### config.mk
export PLATFORM = sky130hd
export DESIGN_NAME = minerTop
export DESIGN_NICKNAME = d
export VERILOG_FILES = /design/src/rtl/minerPkg.sv /design/src/rtl/sha256Schedule.sv /design/src/rtl/sha256Core.sv /design/src/rtl/minerControl.sv /design/src/rtl/minerTop.sv
export VERILOG_INCLUDE_DIRS = /design/src /design/src/include
export SDC_FILE = /design/constraint.sdc
export NUM_CORES = 2
export LEC_CHECK = 0
export BUFFER_PORTS_ARGS = -buffer_cell sky130_fd_sc_hd__buf_2
export CORE_AREA = 2 2 459 461
export DETAILED_ROUTE_END_ITERATION = 16
export DIE_AREA = 0 0 461 463
export PLACE_DENSITY_LB_ADDON = 0.05
export RECOVER_POWER = 100
export SLEW_MARGIN = 20
export SYNTH_ARGS = -nofsm -noshare
export SYNTH_HDL_FRONTEND = slang
export SYNTH_SLANG_ARGS = --single-unit
### constraint.sdc
create_clock -name clk -period 14 [get_ports clk]
set_input_delay 1.4 -clock clk [delete_from_list [all_inputs] [get_ports clk]]
set_output_delay 1.4 -clock clk [all_outputs]
set_load 0.03 [all_outputs]
### src/include/miner_params.svh
`ifndef MINER_PARAMS_SVH
`define MINER_PARAMS_SVH

// ----------------------------------------------------------------------
// SHA-256 engine timing
// ----------------------------------------------------------------------

`define MINER_ROUNDS 64        // Rounds per compressed block.
`define MINER_BLOCK_CYCLES 65  // Rounds plus the cycle that carries the digest.

// Four block phases per attempt with the last one idle.
`define MINER_PHASES 4

// ----------------------------------------------------------------------
// Message padding
// ----------------------------------------------------------------------

`define MINER_LEN_BITS 64      // Width of the length field at the block end.
`define MINER_SECOND_LEN 640   // Whole 80-byte header.
`define MINER_FINAL_LEN 256    // First digest rehashed.

`endif

### src/rtl/minerPkg.sv
`include "miner_params.svh"

package minerPkg;

	typedef logic [31:0] word32;
	typedef logic [255:0] digest256;
	typedef logic [511:0] block512;
	typedef logic [639:0] header640;
	typedef logic [6:0] roundIdx;

	// Encoding follows the block order, so a plain increment walks the attempt.
	typedef enum logic [$clog2(`MINER_PHASES)-1:0] {
		phaseFirst  = 0,
		phaseSecond = 1,
		phaseFinal  = 2,
		phaseIdle   = 3
	} blockPhase;

	localparam digest256 shaInit = {
		32'h6a09e667, 32'hbb67ae85, 32'h3c6ef372, 32'ha54ff53a,
		32'h510e527f, 32'h9b05688c, 32'h1f83d9ab, 32'h5be0cd19
	};

	localparam word32 roundConst [0:`MINER_ROUNDS-1] = '{
		32'h428a2f98, 32'h71374491, 32'hb5c0fbcf, 32'he9b5dba5,
		32'h3956c25b, 32'h59f111f1, 32'h923f82a4, 32'hab1c5ed5,
		32'hd807aa98, 32'h12835b01, 32'h243185be, 32'h550c7dc3,
		32'h72be5d74, 32'h80deb1fe, 32'h9bdc06a7, 32'hc19bf174,
		32'he49b69c1, 32'hefbe4786, 32'h0fc19dc6, 32'h240ca1cc,
		32'h2de92c6f, 32'h4a7484aa, 32'h5cb0a9dc, 32'h76f988da,
		32'h983e5152, 32'ha831c66d, 32'hb00327c8, 32'hbf597fc7,
		32'hc6e00bf3, 32'hd5a79147, 32'h06ca6351, 32'h14292967,
		32'h27b70a85, 32'h2e1b2138, 32'h4d2c6dfc, 32'h53380d13,
		32'h650a7354, 32'h766a0abb, 32'h81c2c92e, 32'h92722c85,
		32'ha2bfe8a1, 32'ha81a664b, 32'hc24b8b70, 32'hc76c51a3,
		32'hd192e819, 32'hd6990624, 32'hf40e3585, 32'h106aa070,
		32'h19a4c116, 32'h1e376c08, 32'h2748774c, 32'h34b0bcb5,
		32'h391c0cb3, 32'h4ed8aa4a, 32'h5b9cca4f, 32'h682e6ff3,
		32'h748f82ee, 32'h78a5636f, 32'h84c87814, 32'h8cc70208,
		32'h90befffa, 32'ha4506ceb, 32'hbef9a3f7, 32'hc67178f2
	};

endpackage

### src/rtl/sha256Schedule.sv
`timescale 1ns/1ns

module sha256Schedule import minerPkg::*; (
	input  logic    clk,
	input  logic    rst,
	input  logic    load,
	input  block512 block,
	output word32   roundWord
);

	word32 window [0:15];
	word32 view [0:15];
	word32 newWord;

	function automatic word32 rotr(input word32 x, input int n);
		return (x >> n) | (x << (32 - n));
	endfunction

	// On a load the block itself is the window for round 0.
	always_comb begin
		for (int i = 0; i < 16; i++) begin
			view[i] = load ? block[511 - 32*i -: 32] : window[i];
		end
		newWord = (rotr(view[14], 17) ^ rotr(view[14], 19) ^ (view[14] >> 10))
			+ view[9]
			+ (rotr(view[1], 7) ^ rotr(view[1], 18) ^ (view[1] >> 3))
			+ view[0];
		roundWord = view[0];
	end

	always_ff @(posedge clk) begin
		for (int i = 0; i < 15; i++) begin
			window[i] <= view[i + 1];
		end
		window[15] <= newWord; // W[t+16].
	end

	// A load is a single-cycle strobe.
	loadIsStrobe: assert property (@(posedge clk) disable iff (rst)
		load |=> !load);

endmodule

### src/rtl/sha256Core.sv
`timescale 1ns/1ns
`include "miner_params.svh"

module sha256Core import minerPkg::*; (
	input  logic     clk,
	input  logic     rst,
	input  logic     coreStart,
	input  block512  coreBlock,
	input  digest256 coreChain,
	output digest256 coreDigest,
	output logic     coreDone
);

	word32 work [0:7];   // Working words a to h.
	word32 cur [0:7];
	word32 nxt [0:7];
	word32 roundWord;
	word32 t1;
	word32 t2;
	roundIdx rIdx;
	roundIdx kIdx;
	logic busy;
	logic lastRound;

	function automatic word32 rotr(input word32 x, input int n);
		return (x >> n) | (x << (32 - n));
	endfunction

	sha256Schedule schedule (
		.clk       (clk),
		.rst       (rst),
		.load      (coreStart),
		.block     (coreBlock),
		.roundWord (roundWord)
	);

	// ----------------------------------------------------------------------
	// Round datapath
	// ----------------------------------------------------------------------

	always_comb begin
		for (int i = 0; i < 8; i++) begin
			cur[i] = coreStart ? coreChain[255 - 32*i -: 32] : work[i];
		end
		kIdx = coreStart ? '0 : rIdx;

		t1 = cur[7]
			+ (rotr(cur[4], 6) ^ rotr(cur[4], 11) ^ rotr(cur[4], 25))
			+ ((cur[4] & cur[5]) ^ (~cur[4] & cur[6]))
			+ roundConst[kIdx[5:0]]
			+ roundWord;
		t2 = (rotr(cur[0], 2) ^ rotr(cur[0], 13) ^ rotr(cur[0], 22))
			+ ((cur[0] & cur[1]) ^ (cur[0] & cur[2]) ^ (cur[1] & cur[2]));

		nxt[0] = t1 + t2;
		nxt[1] = cur[0];
		nxt[2] = cur[1];
		nxt[3] = cur[2];
		nxt[4] = cur[3] + t1;
		nxt[5] = cur[4];
		nxt[6] = cur[5];
		nxt[7] = cur[6];

		lastRound = busy && (rIdx == roundIdx'(`MINER_ROUNDS - 1));
	end

	// ----------------------------------------------------------------------
	// Sequencing
	// ----------------------------------------------------------------------

	always_ff @(posedge clk) begin
		if (rst) begin
			busy <= 1'b0;
			rIdx <= '0;
			coreDone <= 1'b0;
		end else begin
			coreDone <= lastRound;
			if (coreStart) begin
				busy <= 1'b1;
				rIdx <= roundIdx'(1); // Round 0 runs in the start cycle.
			end else if (busy) begin
				rIdx <= rIdx + 1'b1;
				if (lastRound)
					busy <= 1'b0;
			end
		end
	end

	always_ff @(posedge clk) begin
		if (coreStart || busy) begin
			for (int i = 0; i < 8; i++) begin
				work[i] <= nxt[i];
			end
		end
		// Feed-forward folded into the last round.
		if (lastRound) begin
			for (int i = 0; i < 8; i++) begin
				coreDigest[255 - 32*i -: 32] <= coreChain[255 - 32*i -: 32] + nxt[i];
			end
		end
	end

	noStartWhileBusy: assert property (@(posedge clk) disable iff (rst)
		coreStart |-> !busy);

	// Digest lands on the last cycle of the block phase.
	doneAfterStart: assert property (@(posedge clk) disable iff (rst)
		coreStart |-> ##(`MINER_ROUNDS) coreDone);

endmodule

### src/rtl/minerControl.sv
`timescale 1ns/1ns
`include "miner_params.svh"

module minerControl import minerPkg::*; (
	input  logic     clk,
	input  logic     rst,
	input  header640 blockHeader,
	input  word32    nonce,
	input  digest256 difficulty,
	input  logic     resetButton,
	input  digest256 coreDigest,
	input  logic     coreDone,
	output logic     coreStart,
	output block512  coreBlock,
	output digest256 coreChain,
	output logic     hashSuccess,
	output digest256 satisfactoryHash,
	output logic     ledControl
);

	roundIdx cycleCnt;
	blockPhase phase;
	digest256 midstate;
	digest256 firstDigest;
	digest256 reversed;
	logic phaseEnd;
	logic hit;

	// ----------------------------------------------------------------------
	// Block construction and chaining
	// ----------------------------------------------------------------------

	always_comb begin
		phaseEnd = cycleCnt == roundIdx'(`MINER_BLOCK_CYCLES - 1);
		coreStart = (cycleCnt == '0) && (phase != phaseIdle);

		case (phase)
			phaseFirst: begin
				coreBlock = blockHeader[639:128];
				coreChain = shaInit;
			end
			phaseSecond: begin
				coreBlock = {blockHeader[127:32], nonce, 1'b1, {319{1'b0}},
					`MINER_LEN_BITS'(`MINER_SECOND_LEN)};
				coreChain = midstate; // Continue from block one.
			end
			default: begin
				coreBlock = {firstDigest, 1'b1, {191{1'b0}},
					`MINER_LEN_BITS'(`MINER_FINAL_LEN)};
				coreChain = shaInit;
			end
		endcase
	end

	// ----------------------------------------------------------------------
	// Difficulty check
	// ----------------------------------------------------------------------

	always_comb begin
		for (int i = 0; i < 32; i++) begin
			reversed[8*i +: 8] = coreDigest[8*(31 - i) +: 8];
		end
		hit = reversed < difficulty;
	end

	assign satisfactoryHash = hashSuccess ? coreDigest : '0; // Zero outside the strobe.

	always_ff @(posedge clk) begin
		if (rst) begin
			cycleCnt <= '0;
			phase <= phaseFirst;
			hashSuccess <= 1'b0;
			ledControl <= 1'b0;
		end else begin
			cycleCnt <= phaseEnd ? '0 : cycleCnt + 1'b1;
			if (phaseEnd)
				phase <= blockPhase'(phase + 1'b1); // Idle wraps to first.
			hashSuccess <= coreDone && (phase == phaseFinal) && hit;
			if (resetButton)
				ledControl <= 1'b0;
			else if (hashSuccess)
				ledControl <= 1'b1;
		end
	end

	always_ff @(posedge clk) begin
		if (coreDone && phase == phaseFirst)
			midstate <= coreDigest;
		if (coreDone && phase == phaseSecond)
			firstDigest <= coreDigest;
	end

	singleStrobe: assert property (@(posedge clk) disable iff (rst)
		hashSuccess |=> !hashSuccess);

	// The core must finish in step with the phase counter.
	doneAtPhaseEnd: assert property (@(posedge clk) disable iff (rst)
		coreDone |-> phaseEnd);

endmodule

### src/rtl/minerTop.sv
`timescale 1ns/1ns

module minerTop import minerPkg::*; (
	input  logic     clk,
	input  logic     rst,
	input  logic     resetButton,
	input  header640 blockHeader,
	input  word32    nonce,
	input  digest256 difficulty,
	output logic     hashSuccess,
	output logic     ledControl,
	output digest256 satisfactoryHash
);

	logic coreStart;
	logic coreDone;
	block512 coreBlock;
	digest256 coreChain;
	digest256 coreDigest;

	minerControl control (
		.clk              (clk),
		.rst              (rst),
		.blockHeader      (blockHeader),
		.nonce            (nonce),
		.difficulty       (difficulty),
		.resetButton      (resetButton),
		.coreDigest       (coreDigest),
		.coreDone         (coreDone),
		.coreStart        (coreStart),
		.coreBlock        (coreBlock),
		.coreChain        (coreChain),
		.hashSuccess      (hashSuccess),
		.satisfactoryHash (satisfactoryHash),
		.ledControl       (ledControl)
	);

	sha256Core core (
		.clk        (clk),
		.rst        (rst),
		.coreStart  (coreStart),
		.coreBlock  (coreBlock),
		.coreChain  (coreChain),
		.coreDigest (coreDigest),
		.coreDone   (coreDone)
	);

endmodule

# [Word level (Yosys, flattened, before mapping)]
# Memories as Yosys holds them, arrays and structs flattened.
# Index checks and enable logic that the tools add are counted.
[totals] n_memories=3 wordCells=120 mem_bits_ro=2048 ramBits=768 output_inout_bits=258 register_bits=788
[op_classes] muxes=37 n_eq_ne=5 bitwise=28 add_sub_neg=21 n_lt_le_gt_ge=2 reduce_logical=13
[mem_list] memory="(name not given)" words=64 width=32 read_ports=1 rd_ports_with_merged_regs=0 write_ports=0 line_no="sha256Core.sv:50" text="+ roundConst[kIdx[5:0]]"
[mem_list] memory="core.schedule.window" words=16 width=32 read_ports=16 rd_ports_with_merged_regs=0 write_ports=16 line_no="sha256Schedule.sv:11" text="word32 window [0:15];"
[mem_list] memory="core.work" words=8 width=32 read_ports=8 rd_ports_with_merged_regs=0 write_ports=8 line_no="sha256Core.sv:14" text="word32 work [0:7];"
[op_table] cell="$pmux 512 s2" count=1
[op_table] cell="$mux 32" count=26
[op_table] cell="$add 32x32->32" count=18
[op_table] cell="$mux 256" count=2
[op_table] cell="$xor 32x32->32" count=9
[op_table] cell="$lt 256x256->1" count=1
[op_table] cell="$and 32x32->32" count=5
[op_table] cell="$not 32->32" count=1
[op_table] cell="$or 10x32->32" count=1
[op_table] cell="$or 13x32->32" count=1
[op_table] cell="$or 14x32->32" count=1
[op_table] cell="$or 15x32->32" count=1
[op_table] cell="$or 19x32->32" count=1
[op_table] cell="$or 21x32->32" count=1
[op_table] cell="$or 25x32->32" count=1
[op_table] cell="$or 26x32->32" count=1
[op_table] cell="$or 30x32->32" count=1
[op_table] cell="$or 7x32->32" count=1
[op_table] cell="$xor 32x22->32" count=1
[op_table] cell="$xor 32x29->32" count=1
[op_table] cell="$add 7x1->7 const B" count=2
[op_table] cell="$eq 7x6->1 const B" count=1
[op_table] cell="$eq 7x7->1 const B" count=1
[op_table] cell="$ge 7x7->1 const B" count=1
[op_table] cell="other kinds (13)" count=26

# [Logic depth before layout (Yosys ltp)]
[logic_depth] word_depth=12 ltp_mapped=53

# [Hierarchy]
# Synthesis repeated with hierarchy kept, for this count alone.
[unflattened] cells_unflattened=8674 hier_area_um2=94091.5
[modules_own_cells] mod="sha256Core" seq_area_each_um2=15554.9 instances=1 cells_per_inst=4064 area_each_um2=42325.6
[modules_own_cells] mod="minerControl" seq_area_each_um2=15595.0 instances=1 cells_per_inst=2919 area_each_um2=30828.3
[modules_own_cells] mod="sha256Schedule" seq_area_each_um2=10249.8 instances=1 cells_per_inst=1691 area_each_um2=20937.6

# [Worst setup path after synthesis]
# Ideal clock, no wire load.
[synth_timing] path_kind="reg2reg" from="register core.rIdx[3]" to="register core.coreDigest[0], enable pin" required_ns=13.122 stages_incl_launch_ff=5 setup_ns=0.878 t_arrival_ns=11.901 slack_ns=1.221 cell_sequence="dfxtp_1 > clkbuf_1 > nand2_1 > or3_1 > nor2_1"
[synth_via] elab_chain_len=2
[synth_rtl] element="from (decl)" line_no="sha256Core.sv:20" text="roundIdx rIdx;"
[synth_rtl] element="from (signal assigned)" line_no="sha256Core.sv:80" text="rIdx <= roundIdx'(1);"
[synth_rtl] element="from (signal assigned)" line_no="sha256Core.sv:82" text="rIdx <= rIdx + 1'b1;"
[synth_rtl] element="$eq 7x6->1" line_no="sha256Core.sv:64" text="lastRound = busy && (rIdx == roundIdx'(`MINER_ROUNDS - 1));"
[synth_rtl] element="$logic_and 1x1->1" line_no="sha256Core.sv:64"
[synth_rtl] element="named net core.lastRound" line_no="sha256Core.sv:23" text="logic lastRound;"
[synth_rtl] element="to (signal, indexed assignment)" line_no="sha256Core.sv:98" text="coreDigest[255 - 32*i -: 32] <= coreChain[255 - 32*i -: 32] + nxt[i];"
[synth_rtl] element="to (decl)" line_no="sha256Core.sv:10" text="output digest256 coreDigest,"
# The timed path passes the listed nets, and every way through them passes these cells.
# A chain may end at the register's enable or synchronous reset.

==> results by group <==
Critical path
  – CP max stage cell: or3_1
  – Type of origin of the critical path: register
  – Crit. End Element: register
  – Crit. path cell count: 45
  – Worst path bufs/invs: 6
  – CP arrival: 13.25 ns
  – CP top delay family: compound AO/OA/AOI/OAI gates
  – Reg2Reg Capture Point: core.coreDigest[254]$_DFFE_PP_
  – CP peak stage delay: a little under 0.7 ns
  – WS Path Type: register to register
  – Required time of the critical path: about 15 ns
  – Worst reg2reg setup slack: 1.30 ns
  – Reg-to-Reg Start: control.cycleCnt[0]$_SDFF_PP0_
  – R2R cell count: 45
  – CP Max Fanout: 8

Global route
  – Grt met3 use: under 10%
  – GRT Total Usage: a little over a third
  – Met2 GRT Util: a little over half
  – Pin count of the biggest net entering global routing: around 160
  – Global Route met1 Usage: 50.3%
  – Global-route wire length before repair: 545 mm
  – Number of global-route vias before repair: approximately 72k
  – Initial antenna violation count: 49
  – GRT overflow: 0
  – Global route hottest layer: met2

Timing
  – Period utilisation layout: around nine tenths
  – Clock Skew: 0.0611 ns
  – RSZ-0062 raised after global routing: no
  – Slew HR: -507%
  – Worst-margin pin slew: 9.11 ns
  – Final setup vio count: 0
  – Final Critical Period: 12.70 ns
  – Fmax: slightly below 0.08 GHz
  – Slew Viols, Final: ~2k
  – Setup_tns: 0 ns
  – Final Hold Fails: 0

Logic synthesis
  – Netlist cell types: 83
  – Synth Area in Compound Gates: between 10% and 20%
  – Post-Synth XOR/XNOR Area: 5.90%
  – YS warnings: 0
  – Post-synth EDFFs: 1024
  – Top-count cell post-synth: edfxtp_1
  – Most used DFF post-synth: edfxtp_1
  – Cells after Synth: a little under 9k
  – Yosys top cell area share: about a third
  – Asr flop ratio synth: 0%
  – Synthesis-stage register bit count: 1556
  – Seq/Total Area, Yosys: a little under half
  – Synth area leaders: edfxtp_1 34%, dfxtp_1 12%, ha_1 9.0%
  – Syn Nets: between 10k and 15k
  – Synth top cells by count: 1024 x edfxtp_1, 820 x nand2_1, 668 x nor2_1, 653 x ha_1, 607 x inv_1
  – Biggest area consumer among synthesized cells: edfxtp_1
  – Multiplexer share of the synthesized area: about 3.2%
  – Largest family of logic cells by synthesized area: simple AND/OR/NAND/NOR gates
  – Post-Synth Adder-Cell Area: a little over an eighth
  – Syn Std Cell Area: 91000 sq um
  – Syn_area_per_cell: approximately 10 sq um
  – Simple-gate share of the synthesized area: between 10% and 20%

Clocking
  – Setup Buffers After CTS: 0
  – H-tree levels: 4
  – Post-CTS resize count: 0
  – Reg clk slew, reported paths: about 0.060 ns
  – TritonCTS buffer count: 170
  – Clk buf depth: 3
  – Clock Sinks: between 1.5k and 2k
  – CTS Hold Bufs: 0
  – Insertion delay to the later sink of the worst-skew pair: ~0.86 ns
  – Root Buffer Master: clkbuf_16
  – CTS tree: built

Floorplan
  – Die Y: approximately 460 um
  – Die X: between 400 and 500 um
  – Die area: 213000 sq um
  – I/O pin cnt: roughly 1.2k
  – Initial core utilization: 43.6%
  – Core area: about 210000 sq um
  – Core Rows: 168

Place
  – PortBufs: 1156
  – RePlAce Congestion: slightly above 1
  – Post-detail-place hpwl: between 300 and 400 mm

Min path
  – HP Class: register to register
  – Worst min-delay path endpoint: core.schedule.window[1][223]$_DFF_P_
  – Hold depth: 2
  – Worst Hold Launch: core.schedule.window[1][255]$_DFF_P_

Route
  – WL final: about 400 mm
  – Vias: about 75k
  – Starting DRT DRC Count: slightly below 9k
  – DRC viols: 0
  – Antenna viol nets, final: 0
  – Avg Vias per Cell: 5.77
  – DR WL/cell: 30.6 um
  – DR pass1 iterations: 8

Final layout
  – Fraction of layout cells with a size suffix above 1: between 10% and 20%
  – Synthesis-to-finish area growth: 16.8%
  – Fin nets: approximately 12k

Status
  – Status: finished with violations
  – Failing checks: capacitance limit, slew limit

Flow run
  – Max Cap Viol: 35
[kinds of logic (layout without fill, tap and decap cells)]
logic type,after synthesis,after routing
and+or+nand+nor,2722,2722
AOI/OAI and AO/OA,1886,1886
DFF,1556,1556
buffers and inverters,990,2295
adders and majority gates,868,868
xor gates and xnor gates,609,609
muxes,270,270
other,0,29
[flip-flops by register name, summed over array words and instances, names as in the netlist, 2 cells and up]
name	flops
control.midstate	256
control.phase	2
core.rIdx	7
core.work	256
core.coreDigest	256
control.cycleCnt	7
core.schedule.window	512
control.firstDigest	256
[cells in the final DEF, fill, tap and decap left out, drive strengths merged, types with 26 or more instances in the layout]
cell type	n
nor2b	72
o21a	78
dfxtp	532
a211oi	51
and2	387
ha	653
clkbuf	402
nor3	91
o21ai	279
o21bai	62
diode	29
a31oi	110
a2111oi	26
nand3	297
nor2	668
o211ai	36
and3	70
mux2i	84
edfxtp	1024
nand2	821
xor2	127
inv	613
a21oi	559
nand4	69
fa	195
a221oi	144
nand2b	178
a22oi	110
a21o	237
clkinv	48
xnor2	480
mux2	186
buf	1208
[worst reg2reg max path: cells and delay by family (launching register included)]
| family | cells | cell delay [ns] |
|---|---|---|
| AO/OA/AOI/OAI | 19 | 3.97 |
| XOR/XNOR | 1 | 0.19 |
| adder cells (fa/ha/maj) | 9 | 3.37 |
| buffers and inverters | 6 | 1.14 |
| flip-flops | 1 | 0.32 |
| AND/OR/NAND/NOR | 10 | 3.41 |
[layer usage]
metal,vias to the layer above,part of all wire (%),wire length [um]
li1,33900,-,-
met1,37100,42,169000
met2,3657,43,173000
met3,625,7.8,31000
met4,14,6.7,26700
met5,-,0.022,86
[stage by stage]
| step | setup WS (ns) | std cells | hold slack [ns] | utilization (%) | area, sq um |
|---|---|---|---|---|---|
| 3_3_place_gp | 1.70 | 12700 | 0.396 | 48.3 | 101000 |
| 5_1_grt | 0.552 | 13000 | 0.400 | 50.9 | 106000 |
| 6_report | 1.30 | 13000 | 0.388 | 51.0 | 106000 |
| 2_1_floorplan | 1.22 | 8901 | 0.392 | - | 91000 |
| 4_1_cts | 1.78 | 13000 | 0.387 | 51.1 | 107000 |
| 3_5_place_dp | 1.83 | 12700 | 0.399 | 48.3 | 101000 |
[worst max path at each step]
stage                                   startpoint                             end
floorplan                core.rIdx[3]$_SDFFE_PP0P_    core.coreDigest[0]$_DFFE_PP_
global placement    control.cycleCnt[0]$_SDFF_PP0_  core.coreDigest[254]$_DFFE_PP_
detailed placement  control.cycleCnt[0]$_SDFF_PP0_  core.coreDigest[254]$_DFFE_PP_
CTS                 control.cycleCnt[0]$_SDFF_PP0_  core.coreDigest[254]$_DFFE_PP_
global route        control.cycleCnt[0]$_SDFF_PP0_  core.coreDigest[254]$_DFFE_PP_
finish              control.cycleCnt[0]$_SDFF_PP0_  core.coreDigest[254]$_DFFE_PP_
[layout make-up]
| type | count | area, sq um |
|---|---|---|
| Fill cell | 19500 | 102000 |
| Multi-Input combinational cell | 6355 | 45900 |
| Sequential cell | 1556 | 41400 |
| Timing Repair Buffer | 1372 | 7160 |
| Clock buffer | 238 | 4920 |
| Tap cell | 2805 | 3510 |
| Inverter | 609 | 2290 |
| Clock inverter | 76 | 1060 |
| Antenna cell | 29 | 72.6 |
Power is not shown: default switching activity piles up to over one toggle a cycle in this logic, so the estimate is an artifact.
